File: config.mk
export PLATFORM = sky130hd
export DESIGN_NAME = axi_rd_interconnect
export DESIGN_NICKNAME = d
export VERILOG_FILES = /design/src/verilog/axi_ic_pkg.sv /design/src/verilog/rd_route_if.sv /design/src/verilog/axi_rd_interconnect.sv /design/src/verilog/master_port.sv /design/src/verilog/slave_port.sv
export SDC_FILE = /design/constraint.sdc
export NUM_CORES = 1
export LEC_CHECK = 0
export BUFFER_PORTS_ARGS = -buffer_cell sky130_fd_sc_hd__buf_2
export CORE_AREA = 2 2 155 157
export CTS_CLUSTER_SIZE = 28
export DETAILED_ROUTE_END_ITERATION = 8
export DIE_AREA = 0 0 157 159
export GPL_ROUTABILITY_DRIVEN = 0
export SLEW_MARGIN = 40
export SYNTH_ARGS = -nofsm -noshare
export SYNTH_HDL_FRONTEND = slang
export SYNTH_SLANG_ARGS = --single-unit
File: constraint.sdc
create_clock -name i_clk -period 2.5 [get_ports i_clk]
set_input_delay 0 -clock i_clk [delete_from_list [all_inputs] [get_ports i_clk]]
set_output_delay 0 -clock i_clk [all_outputs]
set_load 0.02 [all_outputs]
File: src/verilog/axi_ic_pkg.sv
`default_nettype none

package axi_ic_pkg;

    // Bus widths
    localparam int ADDR_W  = 32;
    localparam int ID_W    = 8;
    localparam int DATA_W  = 32;
    localparam int LEN_W   = 8;
    localparam int SIZE_W  = 3;
    localparam int BURST_W = 2;
    localparam int RESP_W  = 2;

    localparam int NUM_SLAVES = 2;

    // Slave 1 window, also the offset taken off slave 2 addresses
    localparam logic [ADDR_W-1:0] S1_SPAN = 32'h0000_0200;

    // AR payload
    typedef struct packed {
        logic [ADDR_W-1:0]  addr;
        logic [ID_W-1:0]    id;
        logic [LEN_W-1:0]   len;
        logic [SIZE_W-1:0]  size;
        logic [BURST_W-1:0] burst;
    } ar_chan_t;

    // R payload
    typedef struct packed {
        logic [ID_W-1:0]   id;
        logic [DATA_W-1:0] data;
        logic [RESP_W-1:0] resp;
        logic              last;
    } r_chan_t;

endpackage

`default_nettype wire

File: src/verilog/rd_route_if.sv
`timescale 1ns/1ps
`default_nettype none

interface rd_route_if
    import axi_ic_pkg::*;
();

    logic     req;
    ar_chan_t ar;
    logic     arvalid;
    logic     arready;
    r_chan_t  r;
    logic     rvalid;
    logic     rready;
    // High while this master owns the slave
    logic     grant;

    modport requester (
        output req,
        output ar,
        output arvalid,
        output rready,
        input  arready,
        input  r,
        input  rvalid,
        input  grant
    );

    modport target (
        input  req,
        input  ar,
        input  arvalid,
        input  rready,
        output arready,
        output r,
        output rvalid,
        output grant
    );

endinterface

`default_nettype wire

File: src/verilog/axi_rd_interconnect.sv
`timescale 1ns/1ps
`default_nettype none

module axi_rd_interconnect
    import axi_ic_pkg::*;
(
    input  wire                i_clk,
    input  wire                i_reset,

    // Master 1
    input  wire [ADDR_W-1:0]   i_m1_araddr,
    input  wire [ID_W-1:0]     i_m1_arid,
    input  wire [LEN_W-1:0]    i_m1_arlen,
    input  wire [SIZE_W-1:0]   i_m1_arsize,
    input  wire [BURST_W-1:0]  i_m1_arburst,
    input  wire                i_m1_arvalid,
    output logic               o_m1_arready,
    output logic [ID_W-1:0]    o_m1_rid,
    output logic [DATA_W-1:0]  o_m1_rdata,
    output logic [RESP_W-1:0]  o_m1_rresp,
    output logic               o_m1_rlast,
    output logic               o_m1_rvalid,
    input  wire                i_m1_rready,

    // Master 2
    input  wire [ADDR_W-1:0]   i_m2_araddr,
    input  wire [ID_W-1:0]     i_m2_arid,
    input  wire [LEN_W-1:0]    i_m2_arlen,
    input  wire [SIZE_W-1:0]   i_m2_arsize,
    input  wire [BURST_W-1:0]  i_m2_arburst,
    input  wire                i_m2_arvalid,
    output logic               o_m2_arready,
    output logic [ID_W-1:0]    o_m2_rid,
    output logic [DATA_W-1:0]  o_m2_rdata,
    output logic [RESP_W-1:0]  o_m2_rresp,
    output logic               o_m2_rlast,
    output logic               o_m2_rvalid,
    input  wire                i_m2_rready,

    // Slave 1
    output logic [ADDR_W-1:0]  o_s1_araddr,
    output logic [ID_W-1:0]    o_s1_arid,
    output logic [LEN_W-1:0]   o_s1_arlen,
    output logic [SIZE_W-1:0]  o_s1_arsize,
    output logic [BURST_W-1:0] o_s1_arburst,
    output logic               o_s1_arvalid,
    input  wire                i_s1_arready,
    input  wire [ID_W-1:0]     i_s1_rid,
    input  wire [DATA_W-1:0]   i_s1_rdata,
    input  wire [RESP_W-1:0]   i_s1_rresp,
    input  wire                i_s1_rlast,
    input  wire                i_s1_rvalid,
    output logic               o_s1_rready,

    // Slave 2
    output logic [ADDR_W-1:0]  o_s2_araddr,
    output logic [ID_W-1:0]    o_s2_arid,
    output logic [LEN_W-1:0]   o_s2_arlen,
    output logic [SIZE_W-1:0]  o_s2_arsize,
    output logic [BURST_W-1:0] o_s2_arburst,
    output logic               o_s2_arvalid,
    input  wire                i_s2_arready,
    input  wire [ID_W-1:0]     i_s2_rid,
    input  wire [DATA_W-1:0]   i_s2_rdata,
    input  wire [RESP_W-1:0]   i_s2_rresp,
    input  wire                i_s2_rlast,
    input  wire                i_s2_rvalid,
    output logic               o_s2_rready
);

    ar_chan_t m1_ar;
    ar_chan_t m2_ar;
    ar_chan_t s1_ar;
    ar_chan_t s2_ar;
    r_chan_t  m1_r;
    r_chan_t  m2_r;
    r_chan_t  s1_r;
    r_chan_t  s2_r;

    // Pack the plain ports into channel structs
    assign m1_ar = '{i_m1_araddr, i_m1_arid, i_m1_arlen, i_m1_arsize, i_m1_arburst};
    assign m2_ar = '{i_m2_araddr, i_m2_arid, i_m2_arlen, i_m2_arsize, i_m2_arburst};
    assign s1_r  = '{i_s1_rid, i_s1_rdata, i_s1_rresp, i_s1_rlast};
    assign s2_r  = '{i_s2_rid, i_s2_rdata, i_s2_rresp, i_s2_rlast};

    assign {o_m1_rid, o_m1_rdata, o_m1_rresp, o_m1_rlast} = m1_r;
    assign {o_m2_rid, o_m2_rdata, o_m2_rresp, o_m2_rlast} = m2_r;
    assign {o_s1_araddr, o_s1_arid, o_s1_arlen, o_s1_arsize, o_s1_arburst} = s1_ar;
    assign {o_s2_araddr, o_s2_arid, o_s2_arlen, o_s2_arsize, o_s2_arburst} = s2_ar;

    // One route per master and slave pair
    rd_route_if m1_s1_if ();
    rd_route_if m1_s2_if ();
    rd_route_if m2_s1_if ();
    rd_route_if m2_s2_if ();

    master_port u_m1 (
        .i_ar      (m1_ar),
        .i_arvalid (i_m1_arvalid),
        .o_arready (o_m1_arready),
        .o_r       (m1_r),
        .o_rvalid  (o_m1_rvalid),
        .i_rready  (i_m1_rready),
        .to_s1     (m1_s1_if),
        .to_s2     (m1_s2_if)
    );

    master_port u_m2 (
        .i_ar      (m2_ar),
        .i_arvalid (i_m2_arvalid),
        .o_arready (o_m2_arready),
        .o_r       (m2_r),
        .o_rvalid  (o_m2_rvalid),
        .i_rready  (i_m2_rready),
        .to_s1     (m2_s1_if),
        .to_s2     (m2_s2_if)
    );

    slave_port u_s1 (
        .i_clk     (i_clk),
        .i_reset   (i_reset),
        .from_m1   (m1_s1_if),
        .from_m2   (m2_s1_if),
        .o_ar      (s1_ar),
        .o_arvalid (o_s1_arvalid),
        .i_arready (i_s1_arready),
        .i_r       (s1_r),
        .i_rvalid  (i_s1_rvalid),
        .o_rready  (o_s1_rready)
    );

    slave_port u_s2 (
        .i_clk     (i_clk),
        .i_reset   (i_reset),
        .from_m1   (m1_s2_if),
        .from_m2   (m2_s2_if),
        .o_ar      (s2_ar),
        .o_arvalid (o_s2_arvalid),
        .i_arready (i_s2_arready),
        .i_r       (s2_r),
        .i_rvalid  (i_s2_rvalid),
        .o_rready  (o_s2_rready)
    );

endmodule

`default_nettype wire

File: src/verilog/master_port.sv
`timescale 1ns/1ps
`default_nettype none

module master_port
    import axi_ic_pkg::*;
(
    input  wire ar_chan_t  i_ar,
    input  wire            i_arvalid,
    output logic           o_arready,
    output r_chan_t        o_r,
    output logic           o_rvalid,
    input  wire            i_rready,
    rd_route_if.requester  to_s1,
    rd_route_if.requester  to_s2
);

    logic [NUM_SLAVES-1:0] sel;
    logic [NUM_SLAVES-1:0] grant;
    logic [NUM_SLAVES-1:0] arready;
    logic [NUM_SLAVES-1:0] rvalid;
    r_chan_t               r_s [NUM_SLAVES];
    ar_chan_t              ar_rebased;

    // Address decode, slave 1 owns the low window
    assign sel[0] = (i_ar.addr < S1_SPAN);
    assign sel[1] = ~sel[0];

    // Slave 2 sees addresses relative to its own base
    always_comb begin
        ar_rebased      = i_ar;
        ar_rebased.addr = i_ar.addr - S1_SPAN;
    end

    // Request side, req stays up through the grant
    assign to_s1.req     = (i_arvalid & sel[0]) | grant[0];
    assign to_s1.ar      = i_ar;
    assign to_s1.arvalid = i_arvalid & sel[0];
    assign to_s1.rready  = i_rready & grant[0];

    assign to_s2.req     = (i_arvalid & sel[1]) | grant[1];
    assign to_s2.ar      = ar_rebased;
    assign to_s2.arvalid = i_arvalid & sel[1];
    assign to_s2.rready  = i_rready & grant[1];

    // Gather the return side per slave
    assign grant[0]   = to_s1.grant;
    assign grant[1]   = to_s2.grant;
    assign arready[0] = to_s1.arready;
    assign arready[1] = to_s2.arready;
    assign rvalid[0]  = to_s1.rvalid;
    assign rvalid[1]  = to_s2.rvalid;
    assign r_s[0]     = to_s1.r;
    assign r_s[1]     = to_s2.r;

    // Slaves zero what they return to a master they have not granted,
    // so a plain OR merges the responses
    always_comb begin
        o_arready = 1'b0;
        o_rvalid  = 1'b0;
        o_r       = '0;
        for (int i = 0; i < NUM_SLAVES; i++) begin
            o_arready = o_arready | arready[i];
            o_rvalid  = o_rvalid | rvalid[i];
            o_r       = o_r | r_s[i];
        end
    end

endmodule

`default_nettype wire

File: src/verilog/slave_port.sv
`timescale 1ns/1ps
`default_nettype none

module slave_port
    import axi_ic_pkg::*;
(
    input  wire            i_clk,
    input  wire            i_reset,
    rd_route_if.target     from_m1,
    rd_route_if.target     from_m2,
    output ar_chan_t       o_ar,
    output logic           o_arvalid,
    input  wire            i_arready,
    input  wire r_chan_t   i_r,
    input  wire            i_rvalid,
    output logic           o_rready
);

    typedef enum logic [1:0] {
        OWNER_IDLE = 2'b00,
        OWNER_M1   = 2'b01,
        OWNER_M2   = 2'b10
    } owner_t;

    owner_t owner;
    owner_t owner_next;
    logic   grant_m1;
    logic   grant_m2;
    logic   last_beat;

    assign grant_m1 = (owner == OWNER_M1);
    assign grant_m2 = (owner == OWNER_M2);

    // Burst ends on the handshake of the beat marked last
    assign last_beat = i_rvalid & o_rready & i_r.last;

    // Fixed priority, master 1 first
    always_comb begin
        owner_next = owner;
        case (owner)
            OWNER_IDLE: begin
                if (from_m1.req) begin
                    owner_next = OWNER_M1;
                end else if (from_m2.req) begin
                    owner_next = OWNER_M2;
                end
            end
            OWNER_M1, OWNER_M2: begin
                if (last_beat) begin
                    owner_next = OWNER_IDLE;
                end
            end
            default: owner_next = OWNER_IDLE;
        endcase
    end

    always_ff @(posedge i_clk) begin
        if (i_reset) begin
            owner <= OWNER_IDLE;
        end else begin
            owner <= owner_next;
        end
    end

    // Slave-side AR and rready follow the owner
    always_comb begin
        case (owner)
            OWNER_M1: begin
                o_ar      = from_m1.ar;
                o_arvalid = from_m1.arvalid;
                o_rready  = from_m1.rready;
            end
            OWNER_M2: begin
                o_ar      = from_m2.ar;
                o_arvalid = from_m2.arvalid;
                o_rready  = from_m2.rready;
            end
            default: begin
                o_ar      = '0;
                o_arvalid = 1'b0;
                o_rready  = 1'b0;
            end
        endcase
    end

    // Return path, only the owner sees anything
    assign from_m1.grant   = grant_m1;
    assign from_m1.arready = i_arready & grant_m1;
    assign from_m1.rvalid  = i_rvalid & grant_m1;
    assign from_m1.r       = grant_m1 ? i_r : '0;

    assign from_m2.grant   = grant_m2;
    assign from_m2.arready = i_arready & grant_m2;
    assign from_m2.rvalid  = i_rvalid & grant_m2;
    assign from_m2.r       = grant_m2 ? i_r : '0;

endmodule

`default_nettype wire
==> impl_metrics.csv, run 1 <==
group,metric,value,unit
critical_path,timing.reg2reg.setup_slack,520,ps
synth,synthCells,537,
synth,postSynth.asyncResetShare,0,%
synth,syn_nets,747,
synth,yosys.cell_types.count,49,
place,dp.final_hpwl,20200,µm
critical_path,timing.critical_path.to_type,"primary output",
critical_path,crit_family,"simple AND/OR/NAND/NOR gates",
critical_path,cpPeakStageDelay,590,ps
critical_path,critical_path_arrival,2350,ps
die,die_h,159,µm
grt,grt_pass1_wl,35400,µm
synth,synth_adder_area_share,2.76,%
synth,post_synthesis_instance_area,3630,µm²
critical_path,path_buf_inv,2,
synth,post_synth_xor_area_fraction,6.04,%
sta,clock_skew_after_layout,0.0689,ps
clocking,cts-root-buf,"clkbuf_16",
die,design.die.area,25000,µm²
critical_path,cp.depth,7,
clocking,cts.clk_slew.worst_paths,30,ps
clocking,cts_tree,"yes",
clocking,skew_pair_late_insertion_delay,220,ps
grt,grt_use_met2,33.3,%
route,drt_iter0_drc,563,
layout,final_core_utilization,26.5,%
die,ios,402,
power_and_ir_drop,ir_worst_vdd,0.000297,V
layout,nets,1114,
worst_hold_path,hp-class,"in -> reg",
layout,layout_commonest_cell,"buf_2",
sta,final_max_slew_violation_count,0,
clocking,tritoncts.num_buffers,3,
grt,globalRouteOverflowTotal,0,
sta,tightest_slew,477,ps
layout,highest_count_cells_in_the_layout_ignoring_fill_and_taps,"buf_2 (401), a22oi_1 (97), a22o_1 (90), nor2b_1 (55), nor2_1 (49)",
sta,worst_slew_margin_rel,68.2,%
critical_path,critical_path_required,2500,ps
synth,number_of_enable_type_register_cells_in_the_synthesized_netlist,0,
sta,final.min_clock_period,2350,ps
grt,vias_in_the_first_global_route,5718,
place,post-place-ws,192,ps
grt,met1_track_utilization_from_global_routing,21.7,%
power_and_ir_drop,total_leakage_power,0.00294,µW
sta,hold_viol,0,
sta,final.setup.worst_slack,153,ps
layout,area.growth.synth_to_final,69.5,%
critical_path,critical_path.max_fanout,11,
place,place.port_buffers,401,
route,drt_first_pass_iters,7,
route,drt-vias-per-instance,5.06,
layout,drive_gt1_share,48.8,%
synth,synth_simple_gate_area_share,29.6,%
critical_path,slowest_stage,"or4_4",
critical_path,rr_startpoint,"u_s2.owner[0]",
grt,number_of_antenna_violations_at_the_first_check_in_global_routing,9,
critical_path,critical_path_class,"in -> out",
critical_path,timing.critical_path.to,"o_s2_araddr[28]",
critical_path,crit_path_cell_trace,"buf_2, or4_4, or3_1, or3_1, and3_1, o31a_1, buf_2",
route,finalWirelength,25000,µm
grt,grt.busiest_layer,"met2",
clocking,cts_sinks,4,
sta,finalSetupViolations,0,
route,via_count,6214,
die,placementRows,56,
synth,synth-warning-count,0,
synth,synth-compound-area-share,50.8,%
place,place_area,6040,µm²
die,die-width,157,µm
route,routedWlPerCell,20.4,µm
sta,clock.fmax,426,MHz
critical_path,worst_setup_path_start_kind,"primary input",
clocking,cts-htree-levels,1,
synth,synth.ff_latch_count,4,
clocking,post_cts_setup_buffers,0,
layout,design_area,6150,µm²
die,core_area,23200,µm²
clocking,cts_buffer_depth,2,
die,floorplan.initialDensity,15.6,%
grt,met3_track_usage_gr,3.51,%
route,post_route_antenna_net_violation_count,0,
sta,final.setup.tns,0,ps
grt,grt_start_max_net_pins,72,
synth,largest_family_of_logic_cells_by_synthesized_area,"compound AO/OA/AOI/OAI gates",
synth,most_frequently_used_flop_master_after_synthesis,"dfxtp_1",
synth,post_synth.cell_area_avg,6.75,µm²
status,result_of_the_run,"finished, final reports clean",
power_and_ir_drop,pwr_density_cell,688,nW/µm²
sta,fin_crit_sh,93.9,%
critical_path,depth_of_the_most_critical_reg_to_reg_path,7,
critical_path,crit_start,"i_m1_araddr[15]",
critical_path,reg2reg_to,"u_s2.owner[1]",
synth,synth_mux_area_share,0.552,%
route,drc,0,
synth,synth-seq-area-share,2.21,%
grt,gr-usage-all-layers,18.1,%
sta,rsz0062_at_grt,"false",
run,maxCapViolCount,0,
-- synthesized netlist by cell type, types with 6 or more instances --
library cell	count	area [µm²]
or4_1	8	60.1
clkbuf_1	49	184
nor3_1	13	65.1
nor3b_1	6	45.0
xor2_1	12	105
a22o_1	90	788
or3_1	12	75.1
ha_1	8	100
nand2_1	9	33.8
a22oi_1	97	728
o21ai_0	10	50.1
xnor2_1	13	114
nor4_1	16	100
inv_1	12	45.0
a21oi_1	8	40.0
nor2b_1	55	344
nor2_1	49	184
-- flip-flops by register name, indices dropped and copies added, names as in the netlist --
| signal | cells |
|---|---|
| u_s2.owner | 2 |
| u_s1.owner | 2 |
-- layout make-up --
| type | instances | area, µm² |
|---|---|---|
| multi-input combinational | 459 | 3310 |
| timing repair buffer | 422 | 2220 |
| clock buffer | 3 | 75.1 |
| sequential | 4 | 80.1 |
| tap | 319 | 399 |
| antenna | 6 | 15.0 |
| inverter | 14 | 56.3 |
| fill | 2611 | 17000 |
-- logic make-up (layout without fill, tap and decap cells) --
kind of cell,Yosys count,in the layout
adder cells (fa/ha/maj),8,8
other,0,6
AND/OR/NAND/NOR,190,190
buffers and inverters,74,439
XOR/XNOR,25,25
multiplexers,2,2
AO/OA/AOI/OAI,234,234
flip-flops,4,4
-- routing by layer --
layer	wire length (µm)	share of wire, %
met5	41	0.16
met4	487	1.9
met3	2010	8.0
met2	12400	50
met1	10100	40
-- through the flow --
step / total power [µW] / hold WS [ps] / std cells
4_1_cts: 4250 / 270 / 1221
3_3_place_gp: 3980 / 216 / 1217
5_1_grt: 4490 / 343 / 1221
3_5_place_dp: 3980 / 221 / 1217
6_report: 4230 / 300 / 1227
2_1_floorplan: 2450 / 69.4 / 537
-- how the worst min path moves through the flow --
| stage | from | depth (start not counted) | slack, ps | endpoint |
|---|---|---|---|---|
| 2_1_floorplan | i_reset | 1 | 70 | u_s1.owner[0] |
| 3_3_place_gp | i_reset | 2 | 220 | u_s1.owner[0] |
| 3_5_place_dp | i_reset | 2 | 220 | u_s1.owner[0] |
| 4_1_cts | i_m2_arvalid | 5 | 270 | u_s1.owner[1] |
| 5_1_grt | i_m2_arvalid | 5 | 340 | u_s1.owner[1] |
| 6_report | i_m2_arvalid | 5 | 300 | u_s1.owner[1] |
-- report_power, final --
| group | internal [µW] | switching, µW | total (µW) |
|---|---|---|---|
| registers | 82.2 | 19.7 | 102 |
| clock network | 204 | 43.1 | 247 |
| logic | 1340 | 2550 | 3880 |
| total | 1620 | 2610 | 4230 |
-- worst min-delay path: cells and delay by family --
family	cells	cell delay (ps)
AOI/OAI and AO/OA	2	240
and+or+nand+nor	2	110
buffers and inverters	1	120
-- repair_timing --
action,CTS,global route
setup endpoints to repair,0,1
gates resized for setup,0,1
hold buffers,1,0
endpoints found under the hold margin,1,0
Power figures use the tool's default switching activity.
==> run 2: changes to the inputs <==
ABC_AREA = 1   (was unset)
CORE_AREA = 2 2 156 158   (was 2 2 155 157)
DIE_AREA = 0 0 158 160   (was 0 0 157 159)
==> impl_metrics.csv, run 2 <==
group,metric,value,unit
layout,final_core_utilization,27.2,%
synth,synth_simple_gate_area_share,40.4,%
synth,synthDominantCellAreaShare,21.6,%
route,finalWirelength,24900,µm
layout,largestRegisters,"u_s1.owner (2), u_s2.owner (2)",
layout,area.growth.synth_to_final,58.8,%
critical_path,reg2reg_to,"u_s2.owner[0]",
sta,clock.fmax,472,MHz
route,drt-vias-per-instance,4.59,
die,die-width,158,µm
worst_hold_path,hp-class,"in -> reg",
clocking,cts-root-buf,"clkbuf_16",
synth,synth.top_cells.by_count,"nand2_1 (235), inv_1 (146), a21oi_1 (127)",
critical_path,critical_path_class,"reg -> out",
clocking,cts_buffer_depth,2,
synth,most_frequently_used_flop_master_after_synthesis,"dfxtp_1",
critical_path,slowest_stage,"ha_1",
grt,globalRouteOverflowTotal,0,
synth,synth_adder_area_share,2.45,%
worst_hold_path,hold_crit_start,"i_reset",
critical_path,worst_setup_path_start_kind,"flip-flop",
synth,number_of_enable_type_register_cells_in_the_synthesized_netlist,0,
die,placementRows,57,
synth,synth_mux_area_share,0,%
sta,finalSetupViolations,0,
critical_path,timing.critical_path.to_type,"primary output",
route,drc,0,
critical_path,critical_path_arrival,2120,ps
synth,synth.largest_area_cell,"nand2_1",
sta,tightest_slew,642,ps
sta,rsz0062_at_grt,"false",
route,drt_iter0_drc,519,
synth,synth-warning-count,0,
clocking,tritoncts.num_buffers,3,
power_and_ir_drop,ir_worst_vdd,0.000290,V
synth,synthCells,849,
synth,synth-compound-area-share,35.1,%
synth,postSynth.asyncResetShare,0,%
clocking,cts-htree-levels,1,
sta,worst_slew_margin_rel,57.2,%
clocking,cts.clk_slew.worst_paths,30,ps
critical_path,cp.depth,6,
grt,grt_start_max_net_pins,56,
critical_path,cpPeakStageDelay,370,ps
synth,synth.ff_latch_count,4,
route,drt_first_pass_iters,5,
critical_path,path_buf_inv,4,
synth,synth-seq-area-share,1.96,%
clocking,post_cts_setup_buffers,0,
sta,hold_viol,0,
worst_hold_path,holdPathEnd,"u_s2.owner[1]",
die,floorplan.initialDensity,17.1,%
layout,layout_commonest_cell,"buf_2",
clocking,cts_hold_repair.buffers,0,
die,ios,402,
sta,fin_crit_sh,84.8,%
power_and_ir_drop,total_leakage_power,0.00357,µW
die,core_area,23800,µm²
power_and_ir_drop,pwr_density_cell,494,nW/µm²
critical_path,rr_startpoint,"u_s2.owner[0]",
sta,final.setup.tns,0,ps
grt,gr-usage-all-layers,17.9,%
synth,largest_family_of_logic_cells_by_synthesized_area,"simple AND/OR/NAND/NOR gates",
layout,nets,1423,
route,via_count,7066,
sta,clock_skew_after_layout,0.143,ps
synth,syn_nets,1059,
critical_path,depth_of_the_most_critical_reg_to_reg_path,9,
synth,post_synthesis_instance_area,4080,µm²
synth,post_synth_xor_area_fraction,0.644,%
clocking,cts_sinks,4,
status,result_of_the_run,"finished, final reports clean",
place,dp.final_hpwl,20500,µm
clocking,cts_tree,"yes",
die,design.die.area,25300,µm²
place,place.port_buffers,401,
critical_path,critical_path.max_fanout,21,
die,die_h,160,µm
synth,synthTopCellsByArea,"nand2_1 (22%), a21oi_1 (16%), o22ai_1 (14%)",
critical_path,crit_family,"buffers and inverters",
sta,final.min_clock_period,2120,ps
layout,drive_gt1_share,38.5,%
synth,post_synth.cell_area_avg,4.80,µm²
grt,vias_in_the_first_global_route,6468,
route,post_route_antenna_net_violation_count,0,
synth,synth.most_common_cell,"nand2_1",
grt,grt_pass1_wl,35400,µm
route,routedWlPerCell,16.2,µm
worst_hold_path,hold_depth,4,
sta,final_max_slew_violation_count,0,
clocking,skew_pair_late_insertion_delay,230,ps
clocking,cts_resized,0,
run,maxCapViolCount,0,
grt,number_of_antenna_violations_at_the_first_check_in_global_routing,4,
critical_path,timing.reg2reg.setup_slack,850,ps
synth,yosys.cell_types.count,31,
critical_path,crit_path_cell_trace,"inv_1, ha_1, inv_2, buf_4, a21oi_1, buf_2",
critical_path,critical_path_required,2500,ps
layout,highest_count_cells_in_the_layout_ignoring_fill_and_taps,"buf_2 (401), nand2_1 (235), inv_1 (144), a21oi_1 (127), o22ai_1 (93)",
[run 2: cell types whose count changed after synthesis, moves of 12 or more]
cell,change
or3_1,-12
nand2_1,+226
o22ai_1,+91
nor4_1,-16
a21oi_1,+119
a22oi_1,-97
nor2b_1,-55
nand3_1,+36
a22o_1,-90
clkbuf_1,-26
buf_1,+13
inv_1,+134
[run 2: final cells by class]
class | instances | area (µm²)
multi-input cells | 638 | 3210
inverters | 153 | 574
repair buffers | 413 | 2120
fillers | 2843 | 17300
flip-flops and latches | 4 | 80.1
well taps | 324 | 405
clock buffers | 3 | 75.1
diodes | 3 | 7.51
[run 2: per-stage QoR]
| stage | total power, µW | setup slack (ps) | cells | hold WS, ps | instance area [µm²] |
|---|---|---|---|---|---|
| 6_report | 3200 | 380 | 1538 | 104 | 6480 |
| 5_1_grt | 3420 | 330 | 1536 | 113 | 6470 |
| 4_1_cts | 3240 | 369 | 1535 | 99.2 | 6470 |
| 3_5_place_dp | 2970 | 617 | 1532 | 334 | 6390 |
| 3_3_place_gp | 2940 | 608 | 1532 | 339 | 6390 |
| 2_1_floorplan | 1830 | 1020 | 849 | 173 | 4080 |
[run 2: worst register-to-register path, cell delays in order (launching register included)]
cell     delay (ps)
dfxtp_1         350
inv_1            80
ha_1            220
inv_2           290
o22ai_1         180
nand3_1          90
nand2_1          80
nand2_1         110
nand2_1          70
o21ai_2         120
[run 2: cells by family after synthesis]
group                      after synthesis
and+or+nand+nor                        371
AOI/OAI and AO/OA                      256
buffers and inverters                  207
adders and majority gates                8
DFF                                      4
xor gates and xnor gates                 3
[run 2: report_power, final]
part,total [µW],switching [µW],internal (µW)
clock network,261,55.3,205
registers,85.4,8.16,77.2
logic,2850,1990,867
total,3200,2050,1150
[run 2: per-layer routing]
metal	GRT usage (%)	routed length, µm
met1	19.9	9580
met2	34.7	12800
met3	2.42	1810
met4	5.04	651
met5	0	27
[run 2: how the worst max path moves through the flow]
stage	slack, ps	from	end
after global routing	330	u_s2.owner[0]	o_s2_arburst[0]
after floorplan	1020	u_s2.owner[1]	o_s2_araddr[14]
after global placement	610	u_s2.owner[1]	o_s2_araddr[13]
final	380	u_s2.owner[0]	o_s2_arburst[0]
after CTS	370	u_s2.owner[1]	o_s2_araddr[13]
after detailed placement	620	u_s2.owner[1]	o_s2_araddr[13]
